`src/include/mem_settings.svh`:
```
`ifndef MEM_SETTINGS_SVH
`define MEM_SETTINGS_SVH

// ************************************************************
// datapath sizing
// ************************************************************

// data and address width
`define XLEN 64

// data memory index width, counted in 8-byte words
`define DMEM_AW 8

// ************************************************************
// flow control
// ************************************************************

// ingress buffer depth, also the upstream credit count after reset
`define IN_CREDITS 4

// credits held toward writeback after reset
`define OUT_CREDITS 2

`endif

```
`src/design/mem_stage_pkg.sv`:
```
`include "mem_settings.svh"

package mem_stage_pkg;

    // ************************************************************
    // operation codes
    // ************************************************************

    // memory and writeback operation, decoded upstream in execute
    typedef enum logic [3:0] {
        op_alu,
        op_aluw,
        op_link,
        op_csr,
        op_lb,
        op_lh,
        op_lw,
        op_ld,
        op_lbu,
        op_lhu,
        op_lwu,
        op_sb,
        op_sh,
        op_sw,
        op_sd,
        op_none
    } mem_op_e;

    // ************************************************************
    // stage items
    // ************************************************************

    // item from execute
    typedef struct packed {
        logic [`XLEN-1:0] pc;
        logic [31:0]      inst;
        mem_op_e          op;
        // address for loads and stores
        logic [`XLEN-1:0] alu_out;
        // store data or csr value
        logic [`XLEN-1:0] src2;
    } ex_mem_t;

    // item between access and writeback stages
    typedef struct packed {
        logic [`XLEN-1:0] pc;
        logic [31:0]      inst;
        mem_op_e          op;
        logic [`XLEN-1:0] alu_out;
        logic [`XLEN-1:0] src2;
        // byte offset inside the 8-byte word
        logic [2:0]       offset;
    } access_t;

    // item to writeback
    typedef struct packed {
        logic [`XLEN-1:0] pc;
        logic [31:0]      inst;
        logic             wen;
        logic [4:0]       rd;
        logic [`XLEN-1:0] value;
    } mem_wb_t;

    // op classification
    function automatic logic is_load(mem_op_e op);
        return op inside {op_lb, op_lh, op_lw, op_ld, op_lbu, op_lhu, op_lwu};
    endfunction

    function automatic logic is_store(mem_op_e op);
        return op inside {op_sb, op_sh, op_sw, op_sd};
    endfunction

endpackage

```
`src/design/load_writeback.sv`:
```
`timescale 1ns/1ps
`include "mem_settings.svh"

module load_writeback
    import mem_stage_pkg::*;
(
    input  logic             clk,
    input  logic             rst,
    input  logic             acc_valid,
    input  access_t          acc_item,
    input  logic [`XLEN-1:0] rdata,
    output logic             out_valid,
    output mem_wb_t          out_item
);

    // loaded word moved down to the addressed byte
    logic [`XLEN-1:0] shifted;
    logic [`XLEN-1:0] load_val;
    logic [`XLEN-1:0] wb_value;
    logic             wb_wen;

    // ************************************************************
    // load extract and extend
    // ************************************************************

    assign shifted = rdata >> {acc_item.offset, 3'b000};

    always_comb begin
        case (acc_item.op)
            op_lb:   load_val = {{(`XLEN-8){shifted[7]}}, shifted[7:0]};
            op_lh:   load_val = {{(`XLEN-16){shifted[15]}}, shifted[15:0]};
            op_lw:   load_val = {{(`XLEN-32){shifted[31]}}, shifted[31:0]};
            op_lbu:  load_val = {{(`XLEN-8){1'b0}}, shifted[7:0]};
            op_lhu:  load_val = {{(`XLEN-16){1'b0}}, shifted[15:0]};
            op_lwu:  load_val = {{(`XLEN-32){1'b0}}, shifted[31:0]};
            // doubleword is always at offset zero
            op_ld:   load_val = rdata;
            default: load_val = '0;
        endcase
    end

    // ************************************************************
    // writeback select
    // ************************************************************

    always_comb begin
        if (is_load(acc_item.op)) begin
            wb_value = load_val;
        end else begin
            case (acc_item.op)
                op_alu:  wb_value = acc_item.alu_out;
                // 32-bit result, sign extended
                op_aluw: wb_value = {{(`XLEN-32){acc_item.alu_out[31]}},
                                     acc_item.alu_out[31:0]};
                // return address
                op_link: wb_value = acc_item.pc + `XLEN'd4;
                // csr value arrives in src2
                op_csr:  wb_value = acc_item.src2;
                default: wb_value = '0;
            endcase
        end
    end

    // stores and bubbles write no register
    assign wb_wen = !(is_store(acc_item.op) || (acc_item.op == op_none));

    // ************************************************************
    // output register
    // ************************************************************

    always_ff @(posedge clk) begin
        if (rst) begin
            out_valid <= 1'b0;
        end else begin
            out_valid <= acc_valid;
        end
    end

    always_ff @(posedge clk) begin
        if (acc_valid) begin
            out_item.pc    <= acc_item.pc;
            out_item.inst  <= acc_item.inst;
            out_item.wen   <= wb_wen;
            out_item.rd    <= acc_item.inst[11:7];
            out_item.value <= wb_value;
        end
    end

endmodule

```
`config.mk`:
```
export PLATFORM = sky130hd
export DESIGN_NAME = load_writeback
export DESIGN_NICKNAME = d
export VERILOG_FILES = /design/src/design/mem_stage_pkg.sv /design/src/design/load_writeback.sv
export VERILOG_INCLUDE_DIRS = /design/src /design/src/include
export SDC_FILE = /design/constraint.sdc
export NUM_CORES = 1
export LEC_CHECK = 0
export ABC_AREA = 1
export BUFFER_PORTS_ARGS = -buffer_cell sky130_fd_sc_hd__buf_2
export CORE_AREA = 2 2 183 185
export CTS_CLUSTER_SIZE = 28
export DETAILED_ROUTE_END_ITERATION = 6
export DIE_AREA = 0 0 185 187
export SLEW_MARGIN = 20
export SYNTH_ARGS = -nofsm -noshare
export SYNTH_HDL_FRONTEND = slang
export SYNTH_SLANG_ARGS = --single-unit
```
`constraint.sdc`:
```
create_clock -name clk -period 1.75 [get_ports clk]
set_input_delay 0.0875 -clock clk [delete_from_list [all_inputs] [get_ports clk]]
set_output_delay 0.0875 -clock clk [all_outputs]
set_load 0.01 [all_outputs]
```
==> impl_metrics.py <==
metrics = {
    "critical_path": {
        "cpPeakStageDelay_ns": 0.54,
        "path_buf_inv": 2,
        "critical_path.most_common_cell": "nand2_1",
        "worstPathRequired_ns": 1.94,
        "crit_chain": "dlygate4sd3_1 > clkbuf_4 > nand2_1 > nor2_1 > nand2_1 > nor2_1 > nand2_1 > nor2_1 > nand2_1 > nand3_1 > nand3_1",
        "path_class": "in -> reg",
        "crit_arrival_ns": 1.87,
        "cp_slowest_cell": "dlygate4sd3_1",
        "critPathLaunchType": "input port",
        "path_depth": 11,
        "cp_max_fo": 5,
        "path_delay_family": "simple AND/OR/NAND/NOR gates",
        "end_kind": "flop",
    },
    "clocking": {
        "clock_sinks": 162,
        "cts_tree": "built",
        "root_buffer": "clkbuf_16",
        "clk_pin_slew_ns": 0.08,
        "post_cts_buffers": 0,
        "cts_buffer_depth": 2,
        "cts_buffers": 17,
        "htree_levels": 4,
    },
    "routing": {
        "drtPass1Iterations": 5,
        "wl_per_cell_um": 21.7,
        "drt_iter0_drc": 1190,
        "ant_nets": 0,
        "routed-via-count": 13100,
        "wirelength_mm": 55.2,
        "drc_errors": 0,
        "avgViaCountPerCell": 5.16,
    },
    "synth": {
        "yosysSeqAreaShare_pct": 45.7,
        "synth_common_cells": "nand2_1, nor2_1, edfxtp_1, nand3_1, inv_1",
        "netlist.area_leader.share_pct": 45.6,
        "synth_area_mm2": 0.0106,
        "synth_most_common_cell": "nand2_1",
        "synth.top_cells.by_area": "edfxtp_1, nand2_1, nor2_1",
        "async_reset_ff_share_pct": 0,
        "synth_ff_type": "edfxtp_1",
        "yosys_warnings": 0,
        "ys_types": 46,
        "synth_top_cell_by_area": "edfxtp_1",
        "synth.ff_latch_count": 162,
        "synth_fp_nets": 1689,
        "synth_cells": 1390,
        "avgSynthCellArea_um2": 7.64,
        "synth_edf_count": 161,
    },
    "sta": {
        "slew_viol_final": 0,
        "tightest_slew_ns": 0.948,
        "finalCriticalPeriod_ns": 1.68,
        "setup_viol": 0,
        "max_slew_margin_pct": 36.8,
        "finalCritPeriodShare_pct": 95.8,
        "whs_ns": 0.0178,
        "hold_violations": 0,
        "clock.fmax_mhz": 597,
        "rsz0062_at_grt": "yes",
    },
    "power": {
        "ir_worst_vdd_uv": 618,
        "seqPwrFrac_pct": 43.2,
        "clockPowerShare_pct": 32.5,
        "intPower_mw": 7.69,
        "switchingPower_mw": 3.46,
        "pwr-share-comb_pct": 24.3,
        "p_sw_share_pct": 31.0,
        "powerDensity_mw_per_mm2": 679,
        "p_leak_nw": 7.44,
        "finalPower_mw": 11.1,
    },
    "placed_design": {
        "hpwl_mm": 44.6,
        "port_buffers": 464,
        "place_inst": 2386,
        "finalWeightedCongestion": 0.984,
    },
    "die": {
        "io_pins": 465,
        "die_h_um": 187,
        "row_count": 67,
        "start_util_pct": 32.3,
        "core_area_mm2": 0.0329,
        "fp.dieArea_mm2": 0.0346,
        "die_w_um": 185,
    },
    "global_routing": {
        "grt_pass1_vias": 12700,
        "gr-usage-all-layers_pct": 31.3,
        "grt_overflow": 0,
        "antenna_found_initial": 2,
        "grt_max_degree": 44,
        "grt_pass1_wl_mm": 79.4,
    },
    "final_layout": {
        "nFillCells": 3324,
        "final_cells": 2546,
        "layout-drive-gt1-share_pct": 33.6,
        "finalCoreUtilization_pct": 50.0,
        "syn_to_final_growth_pct": 54.7,
        "nNetsFinal": 2382,
    },
    "worst_hold_path": {
        "holdPathStages": 3,
        "holdPathEnd": "out_item[47]",
        "worstHoldStart": "acc_item[50]",
        "hold_path_class": "in -> reg",
    },
    "flow_run": {
        "cap_viol_max_count": 0,
    },
    "run_status": {
        "status": "completed",
    },
}
==> how the worst max path moves through the flow <==
stage,slack [ns],endpoint,startpoint
final,0.07,out_item[59],acc_item[209]
after global routing,-0.02,out_item[32],acc_item[186]
after CTS,0.001,out_item[33],acc_item[188]
after detailed placement,-0.24,out_item[56],acc_item[131]
after global placement,-0.23,out_item[56],acc_item[134]
after floorplan,0.32,out_item[42],acc_item[169]
==> layout make-up <==
class                      count  area [um^2]  area share, %
clock inverter                14          118          0.717
antenna                        2         5.00         0.0305
timing repair buffer         735         4910           29.9
multi-input combinational   1031         5020           30.6
tap                          448          561           3.41
inverter                     136          518           3.16
sequential                   162         4850           29.6
clock buffer                  18          429           2.61
==> kinds of logic (layout without fill, tap and decap cells) <==
group                      after synthesis  after routing  synth area share, %
xor gates and xnor gates                 4              4                0.330
DFF                                    162            162                 45.7
and+or+nand+nor                        814            814                 32.2
adders and majority gates                1              1                0.118
other                                    0              2                    0
AOI/OAI and AO/OA                      212            212                 13.3
buffers and inverters                  197            903                 8.28
==> timing repair <==
item | 4_1_cts | 5_1_grt
endpoints found under the hold margin | 117 | 1
hold buffers | 125 | 1
endpoints found under the setup margin | 0 | 30
gates resized for setup | 0 | 51
==> through the flow <==
step	setup TNS [ns]	cell area, um^2	setup WS (ns)
after floorplan	0	10600	0.322
final	0	16400	0.0736
after global routing	-0.0163	16400	-0.0163
after global placement	-1.23	14400	-0.231
after CTS	0	16200	0.00138
after detailed placement	-1.26	14400	-0.240
==> power groups by stage <==
stage / Clock, mW / Combinational, mW / Sequential [mW]
2_1_floorplan: 0 / 0.763 / 5.05
3_3_place_gp: 0 / 2.43 / 4.90
3_5_place_dp: 0 / 2.43 / 4.89
4_1_cts: 3.67 / 2.66 / 4.81
5_1_grt: 3.82 / 2.90 / 4.84
6_report: 3.62 / 2.71 / 4.82
==> registers in the layout (all words and copies together), names as in the netlist <==
name       count
out_valid      1
out_item     161
==> routing by layer <==
metal / track usage [%] / wire (um) / share of wire, % / vias up
met5: 0 / 0 / 0 / -
met4: 11.8 / 1980 / 3.6 / 0
met3: 4.21 / 4060 / 7.3 / 82
met2: 50.3 / 25500 / 46 / 672
met1: 42.9 / 23600 / 43 / 6269
li1: - / - / - / 6125
==> cells in the final DEF, fill, tap and decap left out, types with 22 or more instances in the layout <==
| cell type | instances |
|---|---|
| nor2_2 | 22 |
| buf_4 | 128 |
| a221oi_1 | 31 |
| nand3_1 | 144 |
| edfxtp_1 | 161 |
| o21ai_0 | 64 |
| nand2_1 | 373 |
| dlygate4sd3_1 | 125 |
| inv_1 | 129 |
| nor2_1 | 209 |
| a21oi_1 | 28 |
| buf_2 | 458 |
Note: power is estimated with default switching activity, not from simulation.
