--- config.mk ---
export PLATFORM = sky130hd
export DESIGN_NAME = mem_access
export DESIGN_NICKNAME = d
export VERILOG_FILES = /design/src/design/mem_stage_pkg.sv /design/src/design/mem_access.sv
export VERILOG_INCLUDE_DIRS = /design/src /design/src/include
export SDC_FILE = /design/constraint.sdc
export NUM_CORES = 1
export LEC_CHECK = 0
export BUFFER_PORTS_ARGS = -buffer_cell sky130_fd_sc_hd__buf_4
export CAP_MARGIN = 0
export CORE_AREA = 2 2 215 217
export CTS_CLUSTER_DIAMETER = 80
export DETAILED_ROUTE_END_ITERATION = 12
export DIE_AREA = 0 0 217 219
export SETUP_SLACK_MARGIN = 0.3
export SLEW_MARGIN = 15
export SYNTH_ARGS = -nofsm -noshare
export SYNTH_HDL_FRONTEND = slang
export SYNTH_SLANG_ARGS = --single-unit
export TNS_END_PERCENT = 50
--- constraint.sdc ---
create_clock -name clk -period 7.53 [get_ports clk]
set_input_delay 1.1295 -clock clk [delete_from_list [all_inputs] [get_ports clk]]
set_output_delay 1.1295 -clock clk [all_outputs]
set_load 0.02 [all_outputs]
--- src/include/mem_settings.svh ---
`ifndef MEM_SETTINGS_SVH
`define MEM_SETTINGS_SVH

// ************************************************************
// datapath sizing
// ************************************************************

// data and address width
`define XLEN 64

// data memory index width, counted in 8-byte words
`define DMEM_AW 8

// ************************************************************
// flow control
// ************************************************************

// ingress buffer depth, also the upstream credit count after reset
`define IN_CREDITS 4

// credits held toward writeback after reset
`define OUT_CREDITS 2

`endif

--- src/design/mem_stage_pkg.sv ---
`include "mem_settings.svh"

package mem_stage_pkg;

    // ************************************************************
    // operation codes
    // ************************************************************

    // memory and writeback operation, decoded upstream in execute
    typedef enum logic [3:0] {
        op_alu,
        op_aluw,
        op_link,
        op_csr,
        op_lb,
        op_lh,
        op_lw,
        op_ld,
        op_lbu,
        op_lhu,
        op_lwu,
        op_sb,
        op_sh,
        op_sw,
        op_sd,
        op_none
    } mem_op_e;

    // ************************************************************
    // stage items
    // ************************************************************

    // item from execute
    typedef struct packed {
        logic [`XLEN-1:0] pc;
        logic [31:0]      inst;
        mem_op_e          op;
        // address for loads and stores
        logic [`XLEN-1:0] alu_out;
        // store data or csr value
        logic [`XLEN-1:0] src2;
    } ex_mem_t;

    // item between access and writeback stages
    typedef struct packed {
        logic [`XLEN-1:0] pc;
        logic [31:0]      inst;
        mem_op_e          op;
        logic [`XLEN-1:0] alu_out;
        logic [`XLEN-1:0] src2;
        // byte offset inside the 8-byte word
        logic [2:0]       offset;
    } access_t;

    // item to writeback
    typedef struct packed {
        logic [`XLEN-1:0] pc;
        logic [31:0]      inst;
        logic             wen;
        logic [4:0]       rd;
        logic [`XLEN-1:0] value;
    } mem_wb_t;

    // op classification
    function automatic logic is_load(mem_op_e op);
        return op inside {op_lb, op_lh, op_lw, op_ld, op_lbu, op_lhu, op_lwu};
    endfunction

    function automatic logic is_store(mem_op_e op);
        return op inside {op_sb, op_sh, op_sw, op_sd};
    endfunction

endpackage

--- src/design/mem_access.sv ---
`timescale 1ns/1ps
`include "mem_settings.svh"

module mem_access
    import mem_stage_pkg::*;
(
    input  logic                clk,
    input  logic                rst,
    input  logic                fifo_valid,
    input  ex_mem_t             fifo_item,
    output logic                fifo_pop,
    input  logic                out_credit,
    output logic                acc_valid,
    output access_t             acc_item,
    output logic                mem_we,
    output logic [7:0]          mem_wmask,
    output logic [`XLEN-1:0]    mem_wdata,
    output logic [`DMEM_AW-1:0] mem_addr
);

    localparam int CW = $clog2(`OUT_CREDITS + 1);

    logic [CW-1:0] credit_cnt;
    logic          issue;
    logic [2:0]    offset;
    // low address bits that must be zero for the access size
    logic [2:0]    align_bits;
    // byte lanes of the access before shifting
    logic [7:0]    base_mask;

    // ************************************************************
    // issue and output credits
    // ************************************************************

    // head leaves only with a writeback slot reserved
    assign issue    = fifo_valid && (credit_cnt != '0);
    assign fifo_pop = issue;

    always_ff @(posedge clk) begin
        if (rst) begin
            credit_cnt <= CW'(`OUT_CREDITS);
        end else begin
            credit_cnt <= credit_cnt - CW'(issue) + CW'(out_credit);
        end
    end

    // ************************************************************
    // store alignment
    // ************************************************************

    assign offset = fifo_item.alu_out[2:0];

    always_comb begin
        case (fifo_item.op)
            op_lb, op_lbu, op_sb: begin
                align_bits = 3'b000;
                base_mask  = 8'h01;
            end
            op_lh, op_lhu, op_sh: begin
                align_bits = 3'b001;
                base_mask  = 8'h03;
            end
            op_lw, op_lwu, op_sw: begin
                align_bits = 3'b011;
                base_mask  = 8'h0f;
            end
            default: begin
                // doubleword, and don't-care for register ops
                align_bits = 3'b111;
                base_mask  = 8'hff;
            end
        endcase
    end

    // lanes above the mask are ignored by the memory
    assign mem_we    = issue && is_store(fifo_item.op);
    assign mem_wmask = base_mask << offset;
    assign mem_wdata = fifo_item.src2 << {offset, 3'b000};
    // word index, read registered by the memory at the issue edge
    assign mem_addr  = fifo_item.alu_out[`DMEM_AW+2:3];

    // ************************************************************
    // access register
    // ************************************************************

    always_ff @(posedge clk) begin
        if (rst) begin
            acc_valid <= 1'b0;
        end else begin
            acc_valid <= issue;
        end
    end

    always_ff @(posedge clk) begin
        if (issue) begin
            acc_item.pc      <= fifo_item.pc;
            acc_item.inst    <= fifo_item.inst;
            acc_item.op      <= fifo_item.op;
            acc_item.alu_out <= fifo_item.alu_out;
            acc_item.src2    <= fifo_item.src2;
            acc_item.offset  <= offset;
        end
    end

    // misaligned accesses are not supported
    assert property (@(posedge clk) disable iff (rst)
        (issue && (is_load(fifo_item.op) || is_store(fifo_item.op)))
        |-> ((offset & align_bits) == 3'b000))
        else $error("misaligned access at pc %h", fifo_item.pc);

    // writeback returned more credits than it was given
    assert property (@(posedge clk) disable iff (rst)
        credit_cnt <= CW'(`OUT_CREDITS))
        else $error("output credit overflow");

endmodule

==> reports/results.tsv, run 1 <==
metric	value	unit
status	finished clean	
Layout fillers	4550	
wire length per cell	22.0	um
Mean Syn Cell Area	17.6	um^2
worst slew pin tran	932	ps
CTS Buffer Depth	3	
root buf cell	clkbuf_16	
number of max-cap violations	0	
worst-case vdd ir drop	0.201	mV
clock-pin transition on the worst setup and hold timing paths	60	ps
FF+latch area	0.00691	mm^2
min-delay worst type	reg -> reg	
Synth Area in XOR/XNOR	0.193	%
Period minus WS final	4840	ps
grt total ovfl	0	
total power	4210	uW
fraction of power spent switching nets	29.8	%
global-route wire length before repair	50000	um
clock group share of total power	35.1	%
total CTS buffers	30	
setup slack, reg-to-reg	4250	ps
Sinks on Clock Net	231	
Net Switching	1260	uW
Startpoint Class	input port	
Post-Synth Simple-Gate Area	4.92	%
global placement routability congestion	0.798	
startpoint of the worst hold path	credit_cnt[1]$_SDFF_PP1_	
Synth warnings	0	
number of synthesized flops with an enable pin	228	
1st-pass router iterations	4	
# hold bufs at CTS	0	
largest net degree at the start of global routing	134	
fin crit share	64.2	%
Pins Over Slew Limit	0	
Min-Delay Endpoint	credit_cnt[1]$_SDFF_PP1_	
GRT Util Overall	14.7	%
CP Capture Type	output pin	
io pins	546	
RSZ-0062 raised after global routing	no	
Layout area overhead	62.5	%
crit path DAT	3710	ps
worst reg2reg path startpoint	credit_cnt[1]$_SDFF_PP1_	
post-DP HPWL	29100	um
cell count after synthesis	516	
complex-gate fraction of the synthesized area	5.36	%
vias in the first global route	6902	
reg2reg path depth	4	
Comb power frac	24.0	%
initial antenna violation count	5	
Max Freq	207	MHz
worst r2r dst	acc_item[215]$_DFFE_PP_	
main combinational cell family by area after synthesis	multiplexers	
Routed Antenna Nets	0	
sequential fraction of design power	40.9	%
PostCTS Resize Cnt	0	
Leak	0.00615	uW
Seq cells post-synth	231	
setup tns final	0	ps
cell area after synthesis	0.00908	mm^2
Max-slew headroom	37.8	%
routed wire length	37200	um
initial drt markers	361	
syn nets	754	
Synth Flop Type	edfxtp_1	
Post-layout nets	1301	
multiplexer share of the synthesized area	9.71	%
row cnt	78	
critical path peak fanout	35	
hold-critical path depth	2	
Seq/Total Area, Yosys	76.0	%
Port Buffer Count	545	
via count	6862	
# DRC	0	
Worst Path Required	6400	ps
vias per cell	4.07	
postcts setup bufs	0	
adder-cell share of the synthesized area	0.826	%
Initial Utilization	20.1	%
Final Hold Viols	0	
Worst-Skew Late Latency	570	ps
FFs w/ async S/R, synth	0	%
CTS tree	done	
area occupied by multi-input gates	0.00191	mm^2
Core Region	0.0451	mm^2
power per cell area	285	mW/mm^2
# setup viols final	0	
share of cells above drive strength 1	59.8	%
CP Class	in -> out	
Die Area	0.0475	mm^2
Die H	219	um
synth unique cells	44	
H-tree levels	1	
Die X	217	um
clock skew	14.5	ps
P_int	2960	uW
[cells in the final DEF, fill, tap and decap left out, types with 5 or more instances in the layout]
| cell | n |
|---|---|
| clkbuf_1 | 6 |
| buf_4 | 549 |
| nor2_1 | 44 |
| mux2_2 | 25 |
| edfxtp_1 | 228 |
| and2_1 | 17 |
| nand2_1 | 18 |
| a21oi_1 | 24 |
| o2bb2ai_1 | 8 |
| mux2i_1 | 24 |
| mux4_2 | 16 |
| ha_1 | 6 |
| o22ai_1 | 9 |
| clkbuf_16 | 31 |
| inv_1 | 5 |
| o21ai_0 | 18 |
[per-layer routing]
metal,part of all wire [%],up-vias,GRT usage (%),routed length [um]
met3,9.5,58,5.00,3550
met4,2.5,0,3.93,914
li1,-,3088,-,-
met5,0,-,0,0
met2,51,355,26.5,19100
met1,37,3361,16.4,13600
[metrics by stage]
| step | setup slack, ps | instance area, um^2 | hold slack (ps) | utilization, % | std cells |
|---|---|---|---|---|---|
| floorplan | 1110 | 9090 | 464 | - | 516 |
| global placement | 2550 | 13700 | 477 | 30.5 | 1631 |
| detailed placement | 2550 | 13700 | 488 | 30.5 | 1631 |
| CTS | 2550 | 14800 | 506 | 32.7 | 1686 |
| global route | 2450 | 14800 | 538 | 32.7 | 1687 |
| finish | 2690 | 14800 | 509 | 32.7 | 1687 |
[state kept, by name, summed over array words and instances (netlist names)]
name / flops
acc_item: 228
acc_valid: 1
credit_cnt: 2
[cell families after synthesis]
| family | after synthesis |
|---|---|
| buffers and inverters | 43 |
| flip-flops | 231 |
| AND/OR/NAND/NOR | 95 |
| multiplexers | 65 |
| XOR/XNOR | 2 |
| AO/OA/AOI/OAI | 74 |
| adder cells (fa/ha/maj) | 6 |
[critical path: stages]
cell	delay, ps
buf_4	400
inv_2	410
nand2_1	530
clkinv_1	620
a211o_1	420
buf_4	160
[cells in the mapped netlist (all sizes together) (2+ instances only)]
cell / n / area [um^2]
a211o: 2 / 17.5
a211oi: 3 / 35.0
a21o: 2 / 15.0
a21oi: 25 / 136
and2: 17 / 106
buf: 29 / 216
clkbuf: 6 / 22.5
dfxtp: 3 / 60.1
edfxtp: 228 / 6850
ha: 6 / 75.1
inv: 7 / 26.3
mux2: 25 / 282
mux2i: 24 / 240
mux4: 16 / 360
nand2: 18 / 67.6
nor2: 44 / 165
nor2b: 4 / 25.0
nor3: 4 / 20.0
nor3b: 2 / 15.0
o21ai: 19 / 98.9
o22a: 2 / 18.8
o22ai: 9 / 56.3
o2bb2ai: 8 / 70.1
[power groups by stage]
stage	clock [uW]	combinational, uW	sequential (uW)
CTS	1520	1030	1730
global placement	0	1020	1750
global route	1580	1070	1740
finish	1480	1010	1730
floorplan	0	268	2000
detailed placement	0	1020	1750
[how the worst max path moves through the flow]
stage                  start            to  slack [ps]  cells after the start
2_1_floorplan     fifo_valid        mem_we        1110                      3
3_3_place_gp   fifo_item[66]  mem_wmask[4]        2550                      6
3_5_place_dp   fifo_item[66]  mem_wmask[4]        2550                      6
4_1_cts        fifo_item[66]  mem_wmask[4]        2550                      6
5_1_grt        fifo_item[66]  mem_wmask[4]        2450                      6
6_report       fifo_item[66]  mem_wmask[4]        2690                      6
[area by class of cell]
cell class / count / area share (%)
antenna: 1 / 0.0169
clock inverter: 18 / 1.48
sequential: 231 / 46.8
multi-input combinational: 242 / 13.0
tap: 600 / 5.08
timing repair buffer: 550 / 28.0
clock buffer: 37 / 5.41
inverter: 8 / 0.229
(Power assumes the default switching activity.)
==> run 2, diff against run 1 <==
ABC_AREA = 1   (was default)
CORE_AREA = 2 2 210 212   (was 2 2 215 217)
DIE_AREA = 0 0 212 214   (was 0 0 217 219)
clock period = 3.91 ns   (was 7.53 ns; I/O delays follow)
==> run 2 against run 1 <==
Worst hold slack got worse by 300 ps. Die area decreased by 4.5%. Flip-flop and latch count unchanged. Critical path type unchanged. Critical endpoint is now mem_wdata[57]. Largest cell class unchanged. Highest routed layer is now met5.
==> reports/results.tsv, run 2 <==
metric	value	unit
Layout fillers	4275	
Synth Flop Type	edfxtp_1	
global-route wire length before repair	54900	um
Seq/Total Area, Yosys	75.3	%
top-count cell post-synth	edfxtp_1	
1st-pass router iterations	5	
Yosys top cell area share	74.7	%
share of cells above drive strength 1	51.9	%
Worst Path Required	3320	ps
via count	7540	
# DRC	0	
Post-synth top cells	edfxtp_1 (228), nand2_1 (150), nand3_1 (56), nor2_1 (31)	
Die Area	0.0454	mm^2
crit path DAT	2250	ps
Mean Syn Cell Area	13.7	um^2
Startpoint Class	input port	
# setup viols final	0	
Pins Over Slew Limit	0	
area leader, netlist	edfxtp_1	
RSZ-0062 raised after global routing	no	
root buf cell	clkbuf_16	
cell count after synthesis	668	
CP Capture Type	output pin	
Leak	0.00634	uW
synth unique cells	31	
routed wire length	39900	um
grt total ovfl	0	
total CTS buffers	29	
max reg flops	228	
setup slack, reg-to-reg	1830	ps
Routed Antenna Nets	0	
Sinks on Clock Net	231	
synth top area cells	edfxtp_1 (75%), nand2_1 (6.1%), nand3_1 (3.1%)	
fin crit share	72.5	%
Die H	214	um
Seq cells post-synth	231	
Top reg by flops	acc_item	
Period minus WS final	2830	ps
CP Class	in -> out	
syn nets	906	
Max Freq	353	MHz
FFs w/ async S/R, synth	0	%
status	finished clean	
number of max-cap violations	0	
Synth warnings	0	
clock skew	5.82	ps
postcts setup bufs	0	
power per cell area	530	mW/mm^2
wire length per cell	21.9	um
largest net degree at the start of global routing	116	
CTS Buffer Depth	3	
cell area after synthesis	0.00917	mm^2
worst slew pin tran	860	ps
min-delay worst type	in -> reg	
global placement routability congestion	0.846	
Worst-Skew Late Latency	550	ps
Layout area overhead	60.2	%
H-tree levels	1	
Die X	212	um
Final Hold Viols	0	
vias in the first global route	7749	
# hold bufs at CTS	0	
worst-case vdd ir drop	0.289	mV
Core Region	0.0429	mm^2
Port Buffer Count	545	
vias per cell	4.14	
post-route design area	0.0147	mm^2
Top Registers	acc_item: 228 flops, credit_cnt: 2 flops, acc_valid: 1 flops	
most frequent cells in the layout	buf_4 (552), edfxtp_1 (228), nand2_1 (150), nand3_1 (56), nor2_1 (31)	
setup tns final	0	ps
initial drt markers	482	
Post-layout nets	1449	
initial antenna violation count	6	
io pins	546	
Max-slew headroom	42.7	%
number of synthesized flops with an enable pin	228	
leading cell type in the layout, fill and taps excluded	buf_4	
Initial Utilization	21.4	%
area of placed instances	0.0138	mm^2
CTS tree	done	
PostCTS Resize Cnt	0	
GRT Util Overall	16.8	%
post-DP HPWL	31900	um
clock-pin transition on the worst setup and hold timing paths	60	ps
critical path peak fanout	35	
row cnt	76	
-- run 2: path summary, 6_finish.rpt --
kind                                 start  depth (start not counted)                       end
setup / recovery             fifo_item[64]                          7             mem_wdata[57]
hold / removal               fifo_item[79]                          1    acc_item[82]$_DFFE_PP_
setup reg to reg  credit_cnt[1]$_SDFF_PP1_                          2   acc_item[204]$_DFFE_PP_
hold reg to reg   credit_cnt[1]$_SDFF_PP1_                          3  credit_cnt[1]$_SDFF_PP1_
-- run 2: routing by layer --
| metal | vias up | track usage, % | routed length, um |
|---|---|---|---|
| met5 | - | 0 | 13 |
| met4 | 2 | 4.67 | 778 |
| met3 | 53 | 5.20 | 3730 |
| met2 | 407 | 31.9 | 21500 |
| met1 | 3615 | 17.6 | 13900 |
| li1 | 3463 | - | - |
-- run 2: kinds of logic after synthesis --
logic type	Yosys count	synth area share (%)
AND/OR/NAND/NOR	264	12.3
flip-flops	231	75.3
AO/OA/AOI/OAI	84	5.84
buffers and inverters	73	4.63
multiplexers	8	0.874
adder cells (fa/ha/maj)	6	0.819
XOR/XNOR	2	0.191
-- run 2: power breakdown --
group	total, uW	leakage (uW)	switching [uW]	internal, uW
Combinational	1970	0.00369	1230	737
Clock	2500	0.000423	1070	1430
Sequential	3320	0.00223	105	3220
-- run 2: final cells by class --
cell class,instances,area [um^2],share of cell area (%)
flip-flops and latches,231,6910,47.0
inverters,31,116,0.793
diodes,3,7.51,0.0511
clock inverters,21,151,1.03
multi-input cells,364,1850,12.6
well taps,585,732,4.99
repair buffers,554,4180,28.5
clock buffers,32,737,5.02
-- run 2: stage by stage --
step / hold WS [ps] / util, % / cells / setup WS (ps) / power (uW)
after floorplan: 643 / - / 668 / 377 / 4340
after global placement: 670 / 32.1 / 1765 / 1140 / 5340
after detailed placement: 712 / 32.1 / 1765 / 1070 / 5370
after CTS: 168 / 34.2 / 1818 / 1060 / 7920
after global routing: 170 / 34.2 / 1821 / 920 / 8130
final: 209 / 34.2 / 1821 / 1080 / 7790
-- run 2: critical path: stages --
cell and delay [ps]:
buf_4 190, inv_2 600, o21ai_0 250, nand2_1 110, o21ai_1 130, o21ai_1 160
buf_4 160
